--- src/hdl/lcd_config.svh ---
`ifndef LCD_CONFIG_SVH
`define LCD_CONFIG_SVH

// clock cycles per microsecond, kept at 1 for short simulations
`define LCD_CLK_PER_US 1

// display geometry
`define LCD_COLUMNS 16
`define LCD_ROWS 2
`define LCD_ROW1_ADDR 7'h40 // ddram address of row 1, column 0

// delay counter width, must hold 500 us worth of cycles
`define LCD_CNT_BITS 14

`endif

--- src/hdl/lcd_bus_pkg.sv ---
package lcd_bus_pkg;

	// eight data lines of the display bus
	typedef logic [7:0] lcd_data_t;

	// display data ram address, low seven bits of a set-address instruction
	typedef logic [6:0] lcd_ddram_addr_t;

	// instruction bases, option bits are or-ed in by the sender
	typedef enum logic [7:0] {
		CLEAR        = 8'h01,
		ENTRY_MODE   = 8'h04, // | increment, shift
		DISPLAY_CTRL = 8'h08, // | display on, cursor on, blink
		FUNCTION_SET = 8'h30, // | lines, font; 8-bit bus fixed
		SET_DDRAM    = 8'h80  // | address
	} lcd_instr_e;

	// init configuration, msb first as on the cfg input pins
	typedef struct packed {
		logic lines;      // 1 = two display lines
		logic font;       // 1 = 5x10 dots
		logic display_on;
		logic cursor_on;
		logic blink;
		logic increment;  // address counter direction
		logic shift;      // shift display on write
	} lcd_init_cfg_t;

	// controller sequencing
	typedef enum logic [1:0] {
		POWER_UP = 2'd0,
		INIT     = 2'd1,
		IDLE     = 2'd2,
		STROBE   = 2'd3
	} ctrl_state_e;

endpackage

--- src/hdl/lcd_host_pkg.sv ---
package lcd_host_pkg;

	// operations the host can request
	typedef enum logic [1:0] {
		OP_CHAR    = 2'd0, // print host_data at the cursor
		OP_CMD     = 2'd1, // raw instruction byte
		OP_NEWLINE = 2'd2, // jump to start of the other row
		OP_CLEAR   = 2'd3  // clear screen, cursor home
	} host_op_e;

	// formatter handshake sequencing
	typedef enum logic [1:0] {
		WAIT_REQ  = 2'd0, // idle, ack low
		SEND_MAIN = 2'd1, // first bus word in flight
		SEND_ADDR = 2'd2, // wrap address word in flight
		ACK_HOLD  = 2'd3  // wait for strobe end, then ack until req drops
	} fmt_state_e;

endpackage

--- src/hdl/lcd_controller.sv ---
`timescale 1ns/1ns
`include "lcd_config.svh"

module lcd_controller (
	input  logic                      clk,
	input  logic                      arst_n,
	input  lcd_bus_pkg::lcd_init_cfg_t init_cfg,
	input  logic                      word_valid,
	input  logic                      word_rs,
	input  lcd_bus_pkg::lcd_data_t     word_data,
	output logic                      busy,
	output logic                      e,
	output logic                      rs,
	output logic                      rw,
	output lcd_bus_pkg::lcd_data_t     lcd_data
);

	import lcd_bus_pkg::*;

	typedef logic [`LCD_CNT_BITS-1:0] cnt_t;

	// power-up wait
	localparam cnt_t t_power_up = cnt_t'(500 * `LCD_CLK_PER_US);

	// init windows, each command has e high for 10 us then a settle wait
	localparam cnt_t t_fs_end    = cnt_t'(10 * `LCD_CLK_PER_US);
	localparam cnt_t t_dc_start  = cnt_t'(60 * `LCD_CLK_PER_US);
	localparam cnt_t t_dc_end    = cnt_t'(70 * `LCD_CLK_PER_US);
	localparam cnt_t t_clr_start = cnt_t'(120 * `LCD_CLK_PER_US);
	localparam cnt_t t_clr_end   = cnt_t'(130 * `LCD_CLK_PER_US);
	localparam cnt_t t_em_start  = cnt_t'(330 * `LCD_CLK_PER_US);
	localparam cnt_t t_em_end    = cnt_t'(340 * `LCD_CLK_PER_US);
	localparam cnt_t t_init_end  = cnt_t'(440 * `LCD_CLK_PER_US);

	// write strobe, e low again from 14 us, idle at 50 us
	localparam cnt_t t_e_rise     = cnt_t'(`LCD_CLK_PER_US);
	localparam cnt_t t_e_fall     = cnt_t'(14 * `LCD_CLK_PER_US);
	localparam cnt_t t_strobe_end = cnt_t'(50 * `LCD_CLK_PER_US);

	ctrl_state_e state;
	cnt_t        cnt;
	cnt_t        cnt_nxt;

	lcd_data_t func_set_word;
	lcd_data_t disp_ctrl_word;
	lcd_data_t entry_mode_word;
	lcd_data_t init_word;
	logic      init_e;

	assign cnt_nxt = cnt + 1'b1;
	assign rw      = 1'b0; // write only, no busy-flag reads

	// init instructions from the cfg bits
	assign func_set_word   = lcd_data_t'(FUNCTION_SET)
		| {4'b0000, init_cfg.lines, init_cfg.font, 2'b00};
	assign disp_ctrl_word  = lcd_data_t'(DISPLAY_CTRL)
		| {5'b00000, init_cfg.display_on, init_cfg.cursor_on, init_cfg.blink};
	assign entry_mode_word = lcd_data_t'(ENTRY_MODE)
		| {6'b000000, init_cfg.increment, init_cfg.shift};

	// which init window the counter is in
	always_comb begin
		init_e    = 1'b0;
		init_word = '0;
		if (cnt < t_fs_end) begin
			init_e    = 1'b1;
			init_word = func_set_word;
		end else if (cnt >= t_dc_start && cnt < t_dc_end) begin
			init_e    = 1'b1;
			init_word = disp_ctrl_word;
		end else if (cnt >= t_clr_start && cnt < t_clr_end) begin
			init_e    = 1'b1;
			init_word = lcd_data_t'(CLEAR);
		end else if (cnt >= t_em_start && cnt < t_em_end) begin
			init_e    = 1'b1;
			init_word = entry_mode_word;
		end
	end

	always_ff @(posedge clk or negedge arst_n) begin
		if (!arst_n) begin
			state    <= POWER_UP;
			cnt      <= '0;
			busy     <= 1'b1;
			e        <= 1'b0;
			rs       <= 1'b0;
			lcd_data <= '0;
		end else begin
			case (state)
				POWER_UP: begin
					if (cnt_nxt == t_power_up) begin
						cnt   <= '0;
						state <= INIT;
					end else begin
						cnt <= cnt_nxt;
					end
				end
				INIT: begin
					lcd_data <= init_word; // data before e, settles with it
					e        <= init_e;
					rs       <= 1'b0;
					if (cnt_nxt == t_init_end) begin
						cnt   <= '0;
						busy  <= 1'b0;
						state <= IDLE;
					end else begin
						cnt <= cnt_nxt;
					end
				end
				IDLE: begin
					e   <= 1'b0;
					cnt <= '0;
					if (word_valid) begin
						busy     <= 1'b1; // acceptance
						rs       <= word_rs;
						lcd_data <= word_data;
						state    <= STROBE;
					end else begin
						busy     <= 1'b0;
						rs       <= 1'b0;
						lcd_data <= '0;
					end
				end
				STROBE: begin
					if (cnt_nxt == t_strobe_end) begin
						cnt      <= '0;
						e        <= 1'b0;
						busy     <= 1'b0;
						rs       <= 1'b0;
						lcd_data <= '0;
						state    <= IDLE;
					end else begin
						cnt <= cnt_nxt;
						e   <= (cnt_nxt >= t_e_rise) && (cnt_nxt < t_e_fall);
					end
				end
				default: begin
					state <= POWER_UP;
				end
			endcase
		end
	end

endmodule

--- src/hdl/lcd_text_formatter.sv ---
`timescale 1ns/1ns
`include "lcd_config.svh"

module lcd_text_formatter (
	input  logic                   clk,
	input  logic                   arst_n,
	input  logic                   req,
	input  lcd_host_pkg::host_op_e  host_op,
	input  lcd_bus_pkg::lcd_data_t  host_data,
	output logic                   ack,
	input  logic                   busy,
	output logic                   word_valid,
	output logic                   word_rs,
	output lcd_bus_pkg::lcd_data_t  word_data
);

	import lcd_bus_pkg::*;
	import lcd_host_pkg::*;

	localparam int row_bits = $clog2(`LCD_ROWS);
	localparam int col_bits = $clog2(`LCD_COLUMNS);

	typedef logic [row_bits-1:0] row_t;
	typedef logic [col_bits-1:0] col_t;

	localparam row_t last_row = row_t'(`LCD_ROWS - 1);
	localparam col_t last_col = col_t'(`LCD_COLUMNS - 1);

	fmt_state_e      state;
	row_t            row;
	col_t            col;
	row_t            next_row;
	lcd_ddram_addr_t next_row_addr;
	lcd_data_t       set_addr_word;
	lcd_data_t       addr_data;
	logic            addr_pending;
	logic            busy_q;
	logic            accepted;
	logic            main_rs;
	lcd_data_t       main_data;

	// controller took our word: busy rises while we present it
	assign accepted = word_valid && busy && !busy_q;

	// start address of the row after the current one
	assign next_row      = (row == last_row) ? '0 : row + 1'b1;
	assign next_row_addr = (next_row == '0) ? '0 : `LCD_ROW1_ADDR;
	assign set_addr_word = lcd_data_t'(SET_DDRAM) | {1'b0, next_row_addr};

	// first bus word of the requested op
	always_comb begin
		main_rs   = 1'b0;
		main_data = host_data; // OP_CMD passes through
		case (host_op)
			OP_CHAR:    main_rs = 1'b1;
			OP_NEWLINE: main_data = set_addr_word;
			OP_CLEAR:   main_data = lcd_data_t'(CLEAR);
			default:    main_data = host_data;
		endcase
	end

	// bus word payload
	always_ff @(posedge clk) begin
		if (state == WAIT_REQ && req) begin
			word_rs   <= main_rs;
			word_data <= main_data;
			addr_data <= set_addr_word; // only sent on a row wrap
		end else if (state == SEND_ADDR && !word_valid) begin
			word_rs   <= 1'b0;
			word_data <= addr_data;
		end
	end

	always_ff @(posedge clk or negedge arst_n) begin
		if (!arst_n) begin
			state        <= WAIT_REQ;
			word_valid   <= 1'b0;
			ack          <= 1'b0;
			row          <= '0;
			col          <= '0;
			addr_pending <= 1'b0;
			busy_q       <= 1'b1; // controller comes out of reset busy
		end else begin
			busy_q <= busy;
			case (state)
				WAIT_REQ: begin
					if (req) begin
						word_valid   <= 1'b1;
						addr_pending <= 1'b0;
						state        <= SEND_MAIN;
						case (host_op)
							OP_CHAR: begin
								if (col == last_col) begin
									col          <= '0;
									row          <= next_row;
									addr_pending <= 1'b1;
								end else begin
									col <= col + 1'b1;
								end
							end
							OP_NEWLINE: begin
								row <= next_row;
								col <= '0;
							end
							OP_CLEAR: begin
								row <= '0;
								col <= '0;
							end
							default: begin
								col <= col; // raw command, cursor untouched
							end
						endcase
					end
				end
				SEND_MAIN: begin
					if (accepted) begin
						word_valid <= 1'b0;
						state      <= addr_pending ? SEND_ADDR : ACK_HOLD;
					end
				end
				SEND_ADDR: begin
					if (accepted) begin
						word_valid <= 1'b0;
						state      <= ACK_HOLD;
					end else if (!word_valid) begin
						word_valid <= 1'b1; // present after the drop cycle
					end
				end
				ACK_HOLD: begin
					if (!ack && !busy) begin
						ack <= 1'b1; // last strobe finished
					end else if (ack && !req) begin
						ack   <= 1'b0;
						state <= WAIT_REQ;
					end
				end
				default: begin
					state <= WAIT_REQ;
				end
			endcase
		end
	end

endmodule

--- src/hdl/lcd_top.sv ---
`timescale 1ns/1ns

module lcd_top (
	input  logic                      clk,
	input  logic                      arst_n,
	input  logic                      req,
	input  lcd_host_pkg::host_op_e     host_op,
	input  lcd_bus_pkg::lcd_data_t     host_data,
	input  lcd_bus_pkg::lcd_init_cfg_t init_cfg,
	output logic                      ack,
	output logic                      busy,
	output logic                      e,
	output logic                      rs,
	output logic                      rw,
	output lcd_bus_pkg::lcd_data_t     lcd_data
);

	import lcd_bus_pkg::*;

	// formatter to controller word channel
	logic      word_valid;
	logic      word_rs;
	lcd_data_t word_data;

	lcd_text_formatter formatter_i (
		.clk        (clk),
		.arst_n     (arst_n),
		.req        (req),
		.host_op    (host_op),
		.host_data  (host_data),
		.ack        (ack),
		.busy       (busy),
		.word_valid (word_valid),
		.word_rs    (word_rs),
		.word_data  (word_data)
	);

	lcd_controller controller_i (
		.clk        (clk),
		.arst_n     (arst_n),
		.init_cfg   (init_cfg),
		.word_valid (word_valid),
		.word_rs    (word_rs),
		.word_data  (word_data),
		.busy       (busy), // also seen by the host
		.e          (e),
		.rs         (rs),
		.rw         (rw),
		.lcd_data   (lcd_data)
	);

endmodule

--- config.mk ---
export PLATFORM = sky130hd
export DESIGN_NAME = lcd_top
export DESIGN_NICKNAME = d
export VERILOG_FILES = /design/src/hdl/lcd_bus_pkg.sv /design/src/hdl/lcd_host_pkg.sv /design/src/hdl/lcd_controller.sv /design/src/hdl/lcd_text_formatter.sv /design/src/hdl/lcd_top.sv
export VERILOG_INCLUDE_DIRS = /design/src /design/src/hdl
export SDC_FILE = /design/constraint.sdc
export NUM_CORES = 1
export LEC_CHECK = 0
export BUFFER_PORTS_ARGS = -buffer_cell sky130_fd_sc_hd__buf_2
export CAP_MARGIN = 5
export CORE_ASPECT_RATIO = 0.6
export CORE_MARGIN = 1
export CORE_UTILIZATION = 44
export DETAILED_ROUTE_END_ITERATION = 7
export GPL_TIMING_DRIVEN = 1
export PLACE_DENSITY_LB_ADDON = 0.12
export RECOVER_POWER = 25
export REMOVE_ABC_BUFFERS = 1
export SLEW_MARGIN = 20
export SYNTH_ARGS = -nofsm -noshare
export SYNTH_HDL_FRONTEND = slang
export SYNTH_SLANG_ARGS = --single-unit
export TNS_END_PERCENT = 10
--- constraint.sdc ---
create_clock -name clk -period 3.7 [get_ports clk]
set_input_delay 0.555 -clock clk [delete_from_list [all_inputs] [get_ports clk]]
set_output_delay 0.555 -clock clk [all_outputs]
set_load 0.01 [all_outputs]
==> Implementation_results.wiki <==
{| class="wikitable"
! Metric !! Value
|-
| Wire length of the first global-routing pass || 11,100 µm
|-
| Clock skew || 0.00712 ns
|-
| Pin count of the biggest net entering global routing || 39
|-
| Die X-Extent || 107 µm
|-
| HPWL after detailed placement || 4870 µm
|-
| Clk_lat worst skew || 0.31 ns
|-
| Final slew viol count || 39
|-
| Area contributors post-synth || sky130_fd_sc_hd__dfrtp_1 (31%), sky130_fd_sc_hd__edfxtp_1 (10%), sky130_fd_sc_hd__ha_1 (4.3%), sky130_fd_sc_hd__nand2_1 (3.9%), sky130_fd_sc_hd__o21ai_0 (3.8%)
|-
| Top post-synthesis cells by count || sky130_fd_sc_hd__dfrtp_1 (36), sky130_fd_sc_hd__nand2_1 (30), sky130_fd_sc_hd__nor2_1 (29), sky130_fd_sc_hd__o21ai_0 (22), sky130_fd_sc_hd__inv_1 (16)
|-
| IR drop worst, VDD || 0.000168 V
|-
| Most frequent cell after synthesis || sky130_fd_sc_hd__dfrtp_1
|-
| Mean post-synth cell area || 9.29 µm²
|-
| Count of distinct cell types in the synthesized netlist || 63
|-
| Final weighted congestion in routability-driven placement || 0.870
|-
| Drt initial violations || 163
|-
| CTS Root Cell || sky130_fd_sc_hd__clkbuf_8
|-
| Post-Layout Inst Area || 3170 µm²
|-
| Setup violation total in the final timing report || 0
|-
| Final sum of negative setup slack || 0 ns
|-
| Net count, final || 363
|-
| RSZ-0062 raised after global routing || false
|-
| Bufs on Longest Clock Path || 2
|-
| CTS-repair resized insts || 0
|-
| Arrival time at the worst endpoint || 3.08 ns
|-
| Relative max-transition margin || -37.0%
|-
| Crit path launch type || flip-flop
|-
| Final number of hold-violating endpoints || 0
|-
| Fin util || 50.9%
|-
| Outcome || complete, but fails checks
|-
| Number of buffers inserted by hold repair at cts || 0
|-
| Timing-limited maximum frequency || 0.347 GHz
|-
| Max cap viols || 1
|-
| Worst hold path type || flip-flop to flip-flop
|-
| Number of inserted diodes || 0
|-
| Core Rows || 22
|-
| Pre-Repair DR Iteration Count || 5
|-
| Die footprint || 6910 µm²
|-
| Antenna violations before repair || 0
|-
| Number of global-route vias before repair || 2,142
|-
| Async S/R FF share, synth || 79.2%
|-
| Critical path data required time || 3.90 ns
|-
| Via Count || 2,364
|-
| Shortest clock period the worst path allows after layout || 2.88 ns
|-
| Number of port buffers || 31
|-
| Area after DPL || 3090 µm²
|-
| Total design power || 1.23 mW
|-
| Final Cycle Share || 77.8%
|-
| ANT nets after route || 0
|-
| Ratio of routed vias to standard cells || 5.66
|-
| Post-CTS setup buffers || 0
|-
| Pwr dens || 390 nW/µm²
|-
| Total wire length after detailed routing || 6660 µm
|-
| Clock-pin slew of the registers on the worst-case setup and hold paths || 0.08 ns
|-
| Number of cells produced by synthesis || 311
|-
| Synth Warn # || 0
|-
| Setup WS post-layout || 0.820 ns
|-
| Hold Path Stages || 0
|-
| Core footprint || 6220 µm²
|-
| Ratio of cells with drive above 1 in the final layout || 16.2%
|-
| Largest driver fanout on the critical path || 17
|-
| Post-synth top area share || 31.2%
|-
| Sequential element share of the synthesized area || 43.4%
|-
| Transition time at the pin with the least slew margin || 2.05 ns
|-
| Count of flip-flops with a built-in enable after synthesis || 10
|-
| Startpoint-to-endpoint class of the critical path || flip-flop to flip-flop
|-
| CTS buffer count || 5
|-
| Maximum level of the CTS H-tree || 2
|-
| TritonCTS clock tree || built
|-
| Number of sinks handled by clock tree synthesis || 48
|-
| Count of state elements after synthesis || 48
|-
| Category of the worst setup path capture point || flip-flop
|-
| Register-to-Register Setup Slack || 0.82 ns
|-
| Dominant register cell in the synthesized netlist || sky130_fd_sc_hd__dfrtp_1
|-
| Initial Utilization || 46.5%
|-
| Sum of overflow across all layers after global routing || 0
|-
| Post-route DRC violation count || 0
|-
| Total routing usage reported by global routing || 21.5%
|-
| Failing checks || max-capacitance violations, max-slew violations
|-
| Area added between synthesis and finish || 9.65%
|-
| Post-place setup slack || 0.880 ns
|-
| Io pins || 33
|-
| Number of cells on the worst reg-to-reg path || 7
|-
| Total leakage power || 1.38 nW
|-
| Floorplan die height || 64.8 µm
|-
| Cell area after synthesis || 2890 µm²
|-
| Cell taking the most area after synthesis || sky130_fd_sc_hd__dfrtp_1
|-
| Avg WL per Cell || 15.9 µm
|}
-- routing by layer --
| layer | track usage, % | routed length, µm |
|---|---|---|
| met5 | 0 | 0 |
| met4 | 5.14 | 85 |
| met3 | 5.03 | 442 |
| met2 | 27.3 | 2510 |
| met1 | 35.3 | 3620 |
-- worst paths after layout --
kind                                            end                 from
setup / recovery           controller_i.lcd_data[0]  controller_i.cnt[3]
max in group asynchronous      formatter_i.state[1]               arst_n
hold reg to reg                  formatter_i.busy_q    controller_i.busy
min in group asynchronous      controller_i.cnt[12]               arst_n
setup reg to reg           controller_i.lcd_data[0]  controller_i.cnt[3]
hold / removal                   formatter_i.busy_q    controller_i.busy
-- through the flow --
step,hold slack [ns],instances
6_report,0.414,418
5_1_grt,0.422,418
4_1_cts,0.383,418
3_5_place_dp,0.380,410
3_3_place_gp,0.377,410
2_1_floorplan,0.259,293
-- logic make-up after synthesis --
family | Yosys count | share of synthesized area (%)
AOI/OAI and AO/OA | 70 | 16.3
xor gates and xnor gates | 15 | 4.55
adders and majority gates | 10 | 4.33
buffers and inverters | 34 | 4.85
DFF | 48 | 43.4
muxes | 9 | 3.38
other | 1 | 0.130
and+or+nand+nor | 124 | 23.1
-- cell usage in the layout, fill, tap and decap left out, drive strengths merged, types with 2 or more instances in the layout --
cell	synthesis	layout
a211oi	3	3
nand2b	4	4
ha	10	10
xor2	7	7
nor2b	3	3
dfstp	2	2
or3b	2	2
o31ai	3	3
o41ai	2	2
a21oi	16	16
a22o	3	3
xnor2	8	8
inv	16	16
nand3	6	6
and3	6	6
nor2	29	29
or3	2	2
dfrtp	36	36
buf	5	32
nand2	30	30
nand4b	2	2
mux2i	3	3
clkbuf	13	8
mux2	6	6
and4	3	3
edfxtp	10	10
nor3	12	12
a31oi	7	7
nand4	9	9
and2	7	7
nor4	3	3
o21ai	22	22
-- final cells by class --
| cell class | count | area (µm²) |
|---|---|---|
| Timing Repair Buffer | 33 | 169 |
| Clock buffer | 7 | 76.3 |
| Inverter | 16 | 60.1 |
| Clock inverter | 1 | 3.75 |
| Multi-Input combinational cell | 229 | 1500 |
| Sequential cell | 48 | 1250 |
| Fill cell | 627 | 3050 |
| Tap cell | 84 | 105 |
-- power breakdown --
part | switching, mW | leakage [nW] | internal, mW
Sequential | 0.0532 | 0.557 | 0.617
Clock | 0.172 | 0.0399 | 0.132
Combinational | 0.153 | 0.783 | 0.107
Total | 0.379 | 1.38 | 0.856
-- critical path, cell delays in order, from the launching register on --
cell                        delay (ns)
sky130_fd_sc_hd__dfrtp_1          0.67
sky130_fd_sc_hd__and4_1           0.49
sky130_fd_sc_hd__nand2_1          0.15
sky130_fd_sc_hd__mux2i_1          0.16
sky130_fd_sc_hd__o2bb2ai_1        0.21
sky130_fd_sc_hd__and3_1           0.25
sky130_fd_sc_hd__o31ai_4          0.45
sky130_fd_sc_hd__mux2_2           0.39
-- state kept, by name, summed over array words and instances (netlist names), 2 cells and up --
register and count:
formatter_i.state 2, controller_i.state 2, controller_i.cnt 14, formatter_i.col 4
controller_i.lcd_data 8, formatter_i.word_data 8
(Power assumes the default switching activity.)
